$ cat config.mk
export PLATFORM = sky130hd
export DESIGN_NAME = ptw_sv32
export DESIGN_NICKNAME = d
export VERILOG_FILES = /design/src/source/ptw_pkg.sv /design/src/source/ptw_walk_if.sv /design/src/source/pte_checker.sv /design/src/source/ptw_fsm.sv /design/src/source/ptw_miss_select.sv /design/src/source/ptw_sv32.sv
export SDC_FILE = /design/constraint.sdc
export NUM_CORES = 1
export LEC_CHECK = 0
export BUFFER_PORTS_ARGS = -buffer_cell sky130_fd_sc_hd__buf_4
export CAP_MARGIN = 20
export CORE_MARGIN = 2
export CORE_UTILIZATION = 40
export DETAILED_ROUTE_END_ITERATION = 8
export PLACE_DENSITY = 0.75
export RECOVER_POWER = 25
export SETUP_SLACK_MARGIN = 0.3
export SYNTH_ARGS = -nofsm -noshare
export SYNTH_HDL_FRONTEND = slang
export SYNTH_SLANG_ARGS = --single-unit
$ cat constraint.sdc
create_clock -name clk_i -period 4.61 [get_ports clk_i]
set_clock_uncertainty 0.2 [all_clocks]
set_input_delay 0.922 -clock clk_i [delete_from_list [all_inputs] [get_ports clk_i]]
set_output_delay 0.922 -clock clk_i [all_outputs]
set_load 0.01 [all_outputs]
$ cat src/source/ptw_pkg.sv
package ptw_pkg;

    // ------------------------------------------------------------------------
    // address and entry widths
    // ------------------------------------------------------------------------

    // sv32 virtual address
    localparam int VLEN       = 32;
    // physical address, a 22 bit ppn on top of the page offset
    localparam int PLEN       = 34;
    localparam int PPN_W      = 22;
    // one vpn field, a virtual address holds two of them
    localparam int VPN_W      = 10;
    localparam int PAGE_OFF_W = 12;
    localparam int ASID_W     = 9;
    // one pte is exactly one memory word
    localparam int PTE_W      = 32;

    // ------------------------------------------------------------------------
    // pte field positions
    // ------------------------------------------------------------------------

    localparam int PTE_V = 0;
    localparam int PTE_R = 1;
    localparam int PTE_W_BIT = 2;
    localparam int PTE_X = 3;
    localparam int PTE_U = 4;
    localparam int PTE_G = 5;
    localparam int PTE_A = 6;
    localparam int PTE_D = 7;
    // bits 9:8 are rsw, ppn fills the rest of the word
    localparam int PTE_PPN_LSB = 10;

    // ------------------------------------------------------------------------
    // walker types
    // ------------------------------------------------------------------------

    // walk FSM states
    typedef enum logic [2:0] {
        IDLE,
        WAIT_GRANT,
        PTE_LOOKUP,
        WAIT_RVALID,
        PROPAGATE_ERROR
    } walk_state_e;

    // lvl1 maps a 4 MiB superpage, lvl2 a 4 KiB page
    typedef enum logic {
        LVL1,
        LVL2
    } walk_lvl_e;

    // what the checker made of the fetched entry
    typedef enum logic [1:0] {
        PTE_POINTER,
        PTE_LEAF_OK,
        PTE_FAULT
    } pte_verdict_e;

endpackage

$ cat src/source/ptw_walk_if.sv
`timescale 1ns/1ns

interface ptw_walk_if;

    import ptw_pkg::*;

    // one cycle pulse, only while the walker is idle
    logic              start;
    // walk is for the instruction tlb
    logic              is_instr;
    logic [VLEN-1:0]   vaddr;
    logic [ASID_W-1:0] asid;
    // address of the first level entry
    logic [PLEN-1:0]   root_pptr;
    // walker can take a new request
    logic              idle;

    modport selector (
        output start,
        output is_instr,
        output vaddr,
        output asid,
        output root_pptr,
        input  idle
    );

    modport walker (
        input  start,
        input  is_instr,
        input  vaddr,
        input  asid,
        input  root_pptr,
        output idle
    );

endinterface

$ cat src/source/pte_checker.sv
`timescale 1ns/1ns

module pte_checker (
    input  logic [ptw_pkg::PTE_W-1:0] pte_i,
    input  logic                      is_instr_i,
    // only meaningful for data walks
    input  logic                      is_store_i,
    input  logic                      mxr_i,
    input  ptw_pkg::walk_lvl_e        lvl_i,
    output ptw_pkg::pte_verdict_e     verdict_o
);

    import ptw_pkg::*;

    logic pte_v;
    logic pte_r;
    logic pte_w;
    logic pte_x;
    logic pte_a;
    logic pte_d;
    logic invalid;
    logic is_leaf;
    logic perm_ok;
    logic misaligned;

    assign pte_v = pte_i[PTE_V];
    assign pte_r = pte_i[PTE_R];
    assign pte_w = pte_i[PTE_W_BIT];
    assign pte_x = pte_i[PTE_X];
    assign pte_a = pte_i[PTE_A];
    assign pte_d = pte_i[PTE_D];

    // not valid, or the reserved write-only encoding
    assign invalid = ~pte_v | (~pte_r & pte_w);

    // any of r or x makes it a leaf, otherwise it points one level down
    assign is_leaf = pte_r | pte_x;

    // ------------------------------------------------------------------------
    // leaf permissions
    // ------------------------------------------------------------------------

    // accessed bit is software managed, a clear one faults
    always_comb begin
        if (is_instr_i) begin
            perm_ok = pte_x & pte_a;
        end else begin
            // mxr lets loads read from execute-only pages
            perm_ok = pte_a & (pte_r | (pte_x & mxr_i));
            // stores also need write permission and a set dirty bit
            if (is_store_i && (!pte_w || !pte_d)) begin
                perm_ok = 1'b0;
            end
        end
    end

    // a superpage must have its low ppn field clear
    assign misaligned = (lvl_i == LVL1) && (pte_i[PTE_PPN_LSB +: VPN_W] != '0);

    always_comb begin
        if (invalid) begin
            verdict_o = PTE_FAULT;
        end else if (!is_leaf) begin
            // no third level in sv32
            verdict_o = (lvl_i == LVL1) ? PTE_POINTER : PTE_FAULT;
        end else if (perm_ok && !misaligned) begin
            verdict_o = PTE_LEAF_OK;
        end else begin
            verdict_o = PTE_FAULT;
        end
    end

endmodule

$ cat src/source/ptw_fsm.sv
`timescale 1ns/1ns

module ptw_fsm (
    input  logic                            clk_i,
    input  logic                            rst_ni,
    input  logic                            flush_i,
    // word read port into the page tables
    output logic                            mem_req_o,
    output logic [ptw_pkg::PLEN-1:0]        mem_addr_o,
    input  logic                            mem_gnt_i,
    input  logic                            mem_rvalid_i,
    input  logic [ptw_pkg::PTE_W-1:0]       mem_rdata_i,
    // access type and csr state for the permission checks
    input  logic                            lsu_is_store_i,
    input  logic                            mxr_i,
    // status
    output logic                            ptw_active_o,
    output logic                            walking_instr_o,
    output logic                            ptw_error_o,
    // tlb update
    output logic                            itlb_update_valid_o,
    output logic                            dtlb_update_valid_o,
    output logic [2*ptw_pkg::VPN_W-1:0]     update_vpn_o,
    output logic                            update_is_4m_o,
    output logic [ptw_pkg::ASID_W-1:0]      update_asid_o,
    output logic [ptw_pkg::PTE_W-1:0]       update_content_o,
    output logic [ptw_pkg::VLEN-1:0]        update_vaddr_o,
    ptw_walk_if.walker                      walk
);

    import ptw_pkg::*;

    walk_state_e       state_q;
    walk_state_e       state_d;
    walk_lvl_e         lvl_q;
    walk_lvl_e         lvl_d;
    logic              is_instr_q;
    logic              is_instr_d;
    // set once a global pointer was crossed
    logic              global_q;
    logic              global_d;
    logic [VLEN-1:0]   vaddr_q;
    logic [VLEN-1:0]   vaddr_d;
    logic [ASID_W-1:0] asid_q;
    logic [ASID_W-1:0] asid_d;
    // word address of the entry being fetched
    logic [PLEN-1:0]   pptr_q;
    logic [PLEN-1:0]   pptr_d;
    // memory response, one cycle late
    logic              rvalid_q;
    logic [PTE_W-1:0]  rdata_q;
    pte_verdict_e      verdict;
    logic              update_valid;

    pte_checker i_pte_checker (
        .pte_i      (rdata_q),
        .is_instr_i (is_instr_q),
        .is_store_i (lsu_is_store_i),
        .mxr_i      (mxr_i),
        .lvl_i      (lvl_q),
        .verdict_o  (verdict)
    );

    assign walk.idle       = (state_q == IDLE);
    assign ptw_active_o    = (state_q != IDLE);
    assign walking_instr_o = is_instr_q;

    // request stays up with a stable address until granted
    assign mem_req_o  = (state_q == WAIT_GRANT);
    assign mem_addr_o = pptr_q;

    // ------------------------------------------------------------------------
    // tlb update fields
    // ------------------------------------------------------------------------

    assign itlb_update_valid_o = update_valid & is_instr_q;
    assign dtlb_update_valid_o = update_valid & ~is_instr_q;
    assign update_vpn_o        = vaddr_q[VLEN-1:PAGE_OFF_W];
    assign update_is_4m_o      = (lvl_q == LVL1);
    assign update_asid_o       = asid_q;
    assign update_vaddr_o      = vaddr_q;
    // global from the level 1 pointer carries into the leaf
    assign update_content_o    = rdata_q | (PTE_W'(global_q) << PTE_G);

    // ------------------------------------------------------------------------
    // walk control
    // ------------------------------------------------------------------------

    always_comb begin
        state_d      = state_q;
        lvl_d        = lvl_q;
        is_instr_d   = is_instr_q;
        global_d     = global_q;
        vaddr_d      = vaddr_q;
        asid_d       = asid_q;
        pptr_d       = pptr_q;
        update_valid = 1'b0;
        ptw_error_o  = 1'b0;

        case (state_q)
            IDLE: begin
                // every walk begins at the top level
                lvl_d      = LVL1;
                global_d   = 1'b0;
                is_instr_d = 1'b0;
                if (walk.start) begin
                    is_instr_d = walk.is_instr;
                    vaddr_d    = walk.vaddr;
                    asid_d     = walk.asid;
                    pptr_d     = walk.root_pptr;
                    state_d    = WAIT_GRANT;
                end
            end
            WAIT_GRANT: begin
                if (mem_gnt_i) begin
                    state_d = PTE_LOOKUP;
                end
            end
            PTE_LOOKUP: begin
                if (rvalid_q) begin
                    global_d = global_q | rdata_q[PTE_G];
                    case (verdict)
                        PTE_POINTER: begin
                            // pte.ppn * 4096 + vpn[0] * 4
                            lvl_d   = LVL2;
                            pptr_d  = {rdata_q[PTE_W-1:PTE_PPN_LSB],
                                       vaddr_q[PAGE_OFF_W +: VPN_W], 2'b00};
                            state_d = WAIT_GRANT;
                        end
                        PTE_LEAF_OK: begin
                            update_valid = 1'b1;
                            state_d      = IDLE;
                        end
                        default: begin
                            state_d = PROPAGATE_ERROR;
                        end
                    endcase
                end
            end
            // drain the read of a flushed walk
            WAIT_RVALID: begin
                if (rvalid_q) begin
                    state_d = IDLE;
                end
            end
            PROPAGATE_ERROR: begin
                ptw_error_o = 1'b1;
                state_d     = IDLE;
            end
            default: begin
                state_d = IDLE;
            end
        endcase

        // flush kills the walk, but a read already granted must still return
        if (flush_i) begin
            update_valid = 1'b0;
            ptw_error_o  = 1'b0;
            if ((state_q == PTE_LOOKUP && !rvalid_q) ||
                (state_q == WAIT_GRANT && mem_gnt_i)) begin
                state_d = WAIT_RVALID;
            end else begin
                state_d = IDLE;
            end
        end
    end

    always_ff @(posedge clk_i or negedge rst_ni) begin
        if (!rst_ni) begin
            state_q    <= IDLE;
            lvl_q      <= LVL1;
            is_instr_q <= 1'b0;
            global_q   <= 1'b0;
            rvalid_q   <= 1'b0;
        end else begin
            state_q    <= state_d;
            lvl_q      <= lvl_d;
            is_instr_q <= is_instr_d;
            global_q   <= global_d;
            rvalid_q   <= mem_rvalid_i;
        end
    end

    // walk payload
    always_ff @(posedge clk_i) begin
        vaddr_q <= vaddr_d;
        asid_q  <= asid_d;
        pptr_q  <= pptr_d;
        rdata_q <= mem_rdata_i;
    end

    // ------------------------------------------------------------------------
    // assertions
    // ------------------------------------------------------------------------

    // the memory sees one fixed address for each request
    a_addr_stable : assert property (@(posedge clk_i) disable iff (!rst_ni)
        mem_req_o && !mem_gnt_i && !flush_i |=> mem_req_o && $stable(mem_addr_o));

    a_one_update : assert property (@(posedge clk_i) disable iff (!rst_ni)
        !(itlb_update_valid_o && dtlb_update_valid_o));

    // a walk ends in an update or an error, never both
    a_error_xor_update : assert property (@(posedge clk_i) disable iff (!rst_ni)
        ptw_error_o |-> !(itlb_update_valid_o || dtlb_update_valid_o));

endmodule

$ cat src/source/ptw_miss_select.sv
`timescale 1ns/1ns

module ptw_miss_select (
    // translation enables from the csr file
    input  logic                         enable_translation_i,
    input  logic                         en_ld_st_translation_i,
    // instruction tlb lookup
    input  logic                         itlb_access_i,
    input  logic                         itlb_hit_i,
    input  logic [ptw_pkg::VLEN-1:0]     itlb_vaddr_i,
    // data tlb lookup
    input  logic                         dtlb_access_i,
    input  logic                         dtlb_hit_i,
    input  logic [ptw_pkg::VLEN-1:0]     dtlb_vaddr_i,
    // address space and root table
    input  logic [ptw_pkg::ASID_W-1:0]   asid_i,
    input  logic [ptw_pkg::PPN_W-1:0]    satp_ppn_i,
    // performance counter pulses
    output logic                         itlb_miss_o,
    output logic                         dtlb_miss_o,
    ptw_walk_if.selector                 walk
);

    import ptw_pkg::*;

    // address of the miss being served
    logic [VLEN-1:0] sel_vaddr;

    // ------------------------------------------------------------------------
    // miss qualification
    // ------------------------------------------------------------------------

    // instruction miss wins unless a data access is present this cycle
    assign itlb_miss_o = walk.idle & enable_translation_i & itlb_access_i
                         & ~itlb_hit_i & ~dtlb_access_i;

    // data miss needs its own access, so it never collides with the above
    assign dtlb_miss_o = walk.idle & en_ld_st_translation_i & dtlb_access_i
                         & ~dtlb_hit_i;

    assign sel_vaddr = itlb_miss_o ? itlb_vaddr_i : dtlb_vaddr_i;

    // ------------------------------------------------------------------------
    // walk request
    // ------------------------------------------------------------------------

    assign walk.start    = itlb_miss_o | dtlb_miss_o;
    assign walk.is_instr = itlb_miss_o;
    assign walk.vaddr    = sel_vaddr;
    assign walk.asid     = asid_i;

    // satp.ppn * 4096 + vpn[1] * 4, entries are word sized
    assign walk.root_pptr = {satp_ppn_i, sel_vaddr[VLEN-1 -: VPN_W], 2'b00};

    // each miss counter sees at most one event per cycle
    always_comb begin
        assert final (!(itlb_miss_o && dtlb_miss_o))
            else $error("itlb and dtlb miss pulsed together");
    end

endmodule

$ cat src/source/ptw_sv32.sv
`timescale 1ns/1ns

module ptw_sv32 (
    input  logic                            clk_i,
    input  logic                            rst_ni,
    input  logic                            flush_i,
    // csr state
    input  logic                            enable_translation_i,
    input  logic                            en_ld_st_translation_i,
    input  logic                            lsu_is_store_i,
    input  logic                            mxr_i,
    input  logic [ptw_pkg::ASID_W-1:0]      asid_i,
    input  logic [ptw_pkg::PPN_W-1:0]       satp_ppn_i,
    // tlb lookups
    input  logic                            itlb_access_i,
    input  logic                            itlb_hit_i,
    input  logic [ptw_pkg::VLEN-1:0]        itlb_vaddr_i,
    input  logic                            dtlb_access_i,
    input  logic                            dtlb_hit_i,
    input  logic [ptw_pkg::VLEN-1:0]        dtlb_vaddr_i,
    // memory port
    output logic                            mem_req_o,
    output logic [ptw_pkg::PLEN-1:0]        mem_addr_o,
    input  logic                            mem_gnt_i,
    input  logic                            mem_rvalid_i,
    input  logic [ptw_pkg::PTE_W-1:0]       mem_rdata_i,
    // status
    output logic                            ptw_active_o,
    output logic                            walking_instr_o,
    output logic                            ptw_error_o,
    // tlb update
    output logic                            itlb_update_valid_o,
    output logic                            dtlb_update_valid_o,
    output logic [2*ptw_pkg::VPN_W-1:0]     update_vpn_o,
    output logic                            update_is_4m_o,
    output logic [ptw_pkg::ASID_W-1:0]      update_asid_o,
    output logic [ptw_pkg::PTE_W-1:0]       update_content_o,
    output logic [ptw_pkg::VLEN-1:0]        update_vaddr_o,
    // performance counters
    output logic                            itlb_miss_o,
    output logic                            dtlb_miss_o
);

    ptw_walk_if i_walk_if ();

    ptw_miss_select i_ptw_miss_select (
        .enable_translation_i   (enable_translation_i),
        .en_ld_st_translation_i (en_ld_st_translation_i),
        .itlb_access_i          (itlb_access_i),
        .itlb_hit_i             (itlb_hit_i),
        .itlb_vaddr_i           (itlb_vaddr_i),
        .dtlb_access_i          (dtlb_access_i),
        .dtlb_hit_i             (dtlb_hit_i),
        .dtlb_vaddr_i           (dtlb_vaddr_i),
        .asid_i                 (asid_i),
        .satp_ppn_i             (satp_ppn_i),
        .itlb_miss_o            (itlb_miss_o),
        .dtlb_miss_o            (dtlb_miss_o),
        .walk                   (i_walk_if.selector)
    );

    ptw_fsm i_ptw_fsm (
        .clk_i               (clk_i),
        .rst_ni              (rst_ni),
        .flush_i             (flush_i),
        .mem_req_o           (mem_req_o),
        .mem_addr_o          (mem_addr_o),
        .mem_gnt_i           (mem_gnt_i),
        .mem_rvalid_i        (mem_rvalid_i),
        .mem_rdata_i         (mem_rdata_i),
        .lsu_is_store_i      (lsu_is_store_i),
        .mxr_i               (mxr_i),
        .ptw_active_o        (ptw_active_o),
        .walking_instr_o     (walking_instr_o),
        .ptw_error_o         (ptw_error_o),
        .itlb_update_valid_o (itlb_update_valid_o),
        .dtlb_update_valid_o (dtlb_update_valid_o),
        .update_vpn_o        (update_vpn_o),
        .update_is_4m_o      (update_is_4m_o),
        .update_asid_o       (update_asid_o),
        .update_content_o    (update_content_o),
        .update_vaddr_o      (update_vaddr_o),
        .walk                (i_walk_if.walker)
    );

endmodule

==> results of run 1 <==
[power by group through the flow]
stage | combinational (W) | sequential, W | clock (W)
2_1_floorplan | 0.000333 | 0.00130 | 0
3_3_place_gp | 0.000605 | 0.00129 | 0
3_5_place_dp | 0.000615 | 0.00129 | 0
4_1_cts | 0.000619 | 0.00127 | 0.000748
5_1_grt | 0.000642 | 0.00128 | 0.000783
6_report | 0.000596 | 0.00127 | 0.000722
[synthesized netlist by cell type, types with 2 or more instances]
cell,number
edfxtp_1,73
mux2_2,58
buf_4,53
dfxtp_1,32
nor2_1,8
buf_2,7
dfrtp_1,7
inv_1,6
mux2_4,6
nand2_1,5
a31oi_1,3
nor3_1,3
a21oi_1,2
and3_1,2
buf_6,2
nor4_1,2
nor4b_1,2
o21ai_0,2
o2bb2ai_1,2
[flip-flops by register name (all words and copies together), names as in the netlist]
signal,cells
i_ptw_fsm.mem_addr_o,32
i_ptw_fsm.rdata_q,32
i_ptw_fsm.update_vaddr_o,32
i_ptw_fsm.update_asid_o,9
i_ptw_fsm.state_q,3
i_ptw_fsm.global_q,1
i_ptw_fsm.lvl_q,1
i_ptw_fsm.rvalid_q,1
i_ptw_fsm.walking_instr_o,1
[layout make-up]
type,instances,area (µm²),area share (%)
inverters,6,22.5,0.345
multi-input cells,115,1090,16.7
clock buffers,16,275,4.22
repair buffers,274,1950,29.9
flip-flops and latches,112,3010,46.1
well taps,140,175,2.69
[how the worst max path moves through the flow]
stage / to / slack (ns) / cells past startpoint / from
floorplan: i_ptw_fsm.mem_addr_o[10]$_DFFE_PP_ / 1.17 / 3 / dtlb_access_i
global placement: i_ptw_fsm.update_vaddr_o[2]$_DFFE_PP_ / 1.50 / 4 / dtlb_access_i
detailed placement: i_ptw_fsm.update_vaddr_o[18]$_DFFE_PP_ / 1.46 / 4 / dtlb_access_i
CTS: dtlb_update_valid_o / 1.45 / 5 / i_ptw_fsm.rdata_q[11]$_DFF_P_
global route: itlb_update_valid_o / 1.38 / 5 / i_ptw_fsm.rdata_q[10]$_DFF_P_
finish: itlb_update_valid_o / 1.50 / 5 / i_ptw_fsm.rdata_q[11]$_DFF_P_
[worst reg2reg max path: cells and delay by family, from the launching register on]
kind	cells	cell delay [ns]
simple gates	3	1.53
flops	1	0.54
[stage by stage]
stage	setup WS, ns	total power, W
2_1_floorplan	1.17	0.00163
3_3_place_gp	1.50	0.00189
3_5_place_dp	1.46	0.00191
4_1_cts	1.45	0.00264
5_1_grt	1.38	0.00271
6_report	1.50	0.00259
[per-layer routing]
| metal | GRT usage (%) | share of wire [%] | routed length [µm] | vias up |
|---|---|---|---|---|
| li1 | - | - | - | 1462 |
| met1 | 19.2 | 35 | 3980 | 1440 |
| met3 | 6.89 | 9.1 | 1030 | 14 |
| met5 | 0 | 0 | 0 | - |
| met2 | 32.9 | 54 | 6110 | 163 |
| met4 | 6.67 | 1.7 | 190 | 0 |
[kinds of logic after synthesis]
| logic type | share of synthesized area, % |
|---|---|
| XOR/XNOR | 0.385 |
| AO/OA/AOI/OAI | 2.36 |
| buffers and inverters | 10.5 |
| other | 0.0824 |
| flip-flops | 66.1 |
| AND/OR/NAND/NOR | 4.23 |
| multiplexers | 16.3 |
==> results.toml, run 1 <==
[power_and_ir_drop]
p_leak_nw = 2.82
clkPwrFrac_pct = 27.9
p_int_w = 0.00193
vdd_drop_max_v = 0.000275
power_per_cell_area_nw_per_um2 = 397
net-switching-power_w = 0.000659
switching_share_pct = 25.5
combPwrFrac_pct = 23.0
seqPwrFrac_pct = 49.1

[finish]
area_delta_synth_final_pct = 43.3
num-fill-cells = 910
fin_util_pct = 59.4
fin_cells = 663
postLayoutCellArea_um2 = 6520
final_nets = 658
final_common_cell = "buf_4"
drive_above_1_share_pct = 62.7
final_cell_mix = "buf_4 (203), edfxtp_1 (73), mux2_2 (58)"
antenna_cells = 0

[timing]
finalSetupViolations = 0
worstMarginPinSlew_ns = 0.968
fin_crit_sh_pct = 67.4
fin_tns_setup_ns = 0
finalMaxSlewViolations = 0
rsz0062_at_grt = "no"
max_freq_ghz = 0.322
finalHoldViolCount = 0
period_minus_slack_ns = 3.11
whs_ns = 0.288
relSlewSlack_pct = 35.2

[synthesis]
synth_seq_cells = 112
syn_inst = 294
synth-main-ff-cell = "edfxtp_1"
netlist_area_um2 = 4550
synth-edff-count = 73
synth_top_area_share_pct = 48.2
yosysUniqueCellTypes = 38
async_flop_share_pct = 6.25
ys_seq_area_share_pct = 66.1
yosysTopAreaCell = "edfxtp_1"
syn_area_per_cell_um2 = 15.5
synth_top_cells_by_area = "edfxtp_1 (48%), mux2_2 (14%), dfxtp_1 (14%), buf_4 (8.7%), dfrtp_1 (3.8%)"
yosys_warnings = 0

[global_route]
antenna_found_initial = 0
grt_max_degree = 42
grt_pass1_wl_um = 17100
track_usage_pct = 18.2
grt_pass1_vias = 3198
gr-total-overflow = 0

[clock_network]
cts_setup_buffers = 0
h-tree-depth = 3
clk_path_buf_depth = 2
cts_root_buf = "clkbuf_16"
cts_inserted_buffers = 9
cts_tree = "yes"
cts.repair.resized = 0
cts.clk_slew.worst_paths_ns = 0.06
insertion_delay_ns = 0.34
hold_buffers = 0
numClockSinks = 112

[routing]
avgViaCountPerCell = 4.64
drtPass1Iterations = 4
vias = 3079
antenna_left = 0
drtIter0Drc = 137
wl_um = 11300
wire_per_inst_um = 17.1
drcViolationCount = 0

[place]
post-dp-hpwl_um = 8760
placed_cell_area_um2 = 6350
gp_congestion = 0.823
placed_cells = 647
io_buffers = 273

[flow_run]
drv_cap = 0

[setup_path]
worstPathCellList = "nor4_1 -> a31oi_1 -> a2111o_1 -> nor3_1 -> buf_4"
cp_slowest_cell = "nor4_1"
cp_top_family = "simple AND/OR/NAND/NOR gates"
r2r_slack_ns = 1.94
critical_path_buf_inv_count = 1
r2r_cells = 3
cp-start-kind = "flop"
reg2reg_from = "i_ptw_fsm.state_q[0]$_DFFE_PN0P_"
crit_type = "reg -> out"
end_kind = "output pin"
cp.arrival_ns = 1.98
critPathMaxStageDelay_ns = 0.48
critical_path.max_fanout = 3
cp_data_required_time_ns = 3.49
rr_endpoint = "i_ptw_fsm.update_vaddr_o[11]$_DFFE_PP_"

[floorplanning]
die_h_um = 111
die_area_um2 = 12200
start_util_pct = 41.4
rows = 38
boundaryPins = 276
core_um2 = 11000
die_x_um = 111

[run_status]
outcome = "complete, no violations"

[hold_path]
hold_path.class = "in -> async"
No activity file was read; power rests on OpenSTA's default activity.
==> inputs of run 2 (changes only) <==
==> constraint.sdc (replaced) <==
create_clock -name clk_i -period 3.14 [get_ports clk_i]
set_clock_uncertainty 0.2 [all_clocks]
set_input_delay 0.628 -clock clk_i [delete_from_list [all_inputs] [get_ports clk_i]]
set_output_delay 0.628 -clock clk_i [all_outputs]
set_load 0.01 [all_outputs]
==> results.toml, run 2 (synthesized netlist as in run 1, its figures left out) <==
[run_status]
outcome = "complete, no violations"

[routing]
antenna_left = 0
avgViaCountPerCell = 4.65
drcViolationCount = 0
vias = 3096
wire_per_inst_um = 17.1
drtPass1Iterations = 4
wl_um = 11400
drtIter0Drc = 135

[clock_network]
cts_root_buf = "clkbuf_16"
numClockSinks = 112
cts_tree = "yes"
insertion_delay_ns = 0.34
clk_path_buf_depth = 2
h-tree-depth = 3
cts_setup_buffers = 0
cts_inserted_buffers = 9
cts.clk_slew.worst_paths_ns = 0.07

[finish]
regArea_um2 = 3010
num-fill-cells = 899
area_delta_synth_final_pct = 44.2
final_common_cell = "buf_4"
final_nets = 661
fin_util_pct = 59.7
final_cell_mix = "buf_4 (203), edfxtp_1 (73), mux2_2 (58)"
drive_above_1_share_pct = 63.1
antenna_cells = 0
multi_input_area_um2 = 1110
postLayoutCellArea_um2 = 6560

[setup_path]
critical_path_buf_inv_count = 1
rr_endpoint = "i_ptw_fsm.mem_addr_o[8]$_DFFE_PP_"
r2r_cells = 4
cp-start-kind = "flop"
cp_data_required_time_ns = 2.31
end_kind = "output pin"
reg2reg_from = "i_ptw_fsm.state_q[2]$_DFFE_PN0P_"
cp_top_family = "simple AND/OR/NAND/NOR gates"
cp_slowest_cell = "a2111o_1"
worstPathCellList = "nor4_1 -> a31oi_1 -> a2111o_1 -> nor3_1 -> buf_4"
r2r_slack_ns = 0.82
cp.arrival_ns = 1.90
crit_type = "reg -> out"
critical_path.max_fanout = 3
critPathMaxStageDelay_ns = 0.36

[hold_path]
min_path_cells = 1
hold_path.class = "in -> reg"
min_from = "mem_rdata_i[31]"
worstHoldEndpoint = "i_ptw_fsm.rdata_q[31]$_DFF_P_"

[floorplanning]
start_util_pct = 41.4
core_um2 = 11000
boundaryPins = 276
die_h_um = 111
die_x_um = 111
die_area_um2 = 12200
rows = 38

[global_route]
gr-total-overflow = 0
grt_max_degree = 42
grt_pass1_vias = 3285
track_usage_pct = 18.4
grt_pass1_wl_um = 17400
antenna_found_initial = 0

[timing]
fin_tns_setup_ns = 0
finalHoldViolCount = 0
finalMaxSlewViolations = 0
worstMarginPinSlew_ns = 0.588
max_freq_ghz = 0.367
period_minus_slack_ns = 2.72
rsz0062_at_grt = "no"
fin_crit_sh_pct = 86.8
whs_ns = 0.204
finalSetupViolations = 0
relSlewSlack_pct = 60.3

[power_and_ir_drop]
vdd_drop_max_v = 0.000419
p_leak_nw = 2.83
power_per_cell_area_nw_per_um2 = 576
finalPower_w = 0.00378

[place]
io_buffers = 273
gp_congestion = 0.795
post-dp-hpwl_um = 8880
placed_cell_area_um2 = 6380

[flow_run]
drv_cap = 0
[run 2: cell types whose count changed in the layout (fill, tap and decap cells not counted), sizes merged]
cell and change:
clkbuf -3, clkinv +3, buf +1, dlygate4sd3 +1, inv +1
[run 2: how the worst max path moves through the flow]
stage	from	to	slack, ns	cells past startpoint
floorplan	dtlb_access_i	i_ptw_fsm.mem_addr_o[10]$_DFFE_PP_	0.47	3
global placement	itlb_access_i	i_ptw_fsm.mem_addr_o[8]$_DFFE_PP_	0.65	5
detailed placement	itlb_access_i	i_ptw_fsm.mem_addr_o[3]$_DFFE_PP_	0.59	5
CTS	i_ptw_fsm.rdata_q[10]$_DFF_P_	dtlb_update_valid_o	0.31	5
global route	i_ptw_fsm.rdata_q[10]$_DFF_P_	itlb_update_valid_o	0.32	5
finish	i_ptw_fsm.rdata_q[16]$_DFF_P_	dtlb_update_valid_o	0.42	5
[run 2: area by class of cell]
cell class | count | area share, %
Clock buffer | 12 | 3.62
Clock inverter | 4 | 0.324
Inverter | 6 | 0.343
Multi-Input combinational cell | 115 | 17.0
Sequential cell | 112 | 45.8
Tap cell | 140 | 2.67
Timing Repair Buffer | 277 | 30.2
[run 2: through the flow]
stage	cells	setup slack (ns)
final	666	0.415
after global routing	666	0.317
after CTS	666	0.310
after detailed placement	649	0.590
after global placement	649	0.647
after floorplan	295	0.467
[run 2: layer usage]
metal	global-route usage (%)	vias up	wire, µm
met5	0	-	0
met4	7.92	0	266
met3	6.67	18	1010
met2	33.8	163	6030
met1	18.8	1445	4060
li1	-	1470	-
[run 2: where the power goes]
part | internal, W | leakage (nW) | total [W] | switching, W
clock | 0.000538 | 0.134 | 0.00102 | 0.000479
sequential | 0.00176 | 1.03 | 0.00186 | 0.0000990
combinational | 0.000481 | 1.66 | 0.000897 | 0.000416
total | 0.00278 | 2.83 | 0.00378 | 0.000994
[run 2: timing repair]
item | CTS | global route
hold buffers | 1 | 0
endpoints found under the hold margin | 7 | 0
gates resized for setup | 0 | 3
setup endpoints to repair | 0 | 3
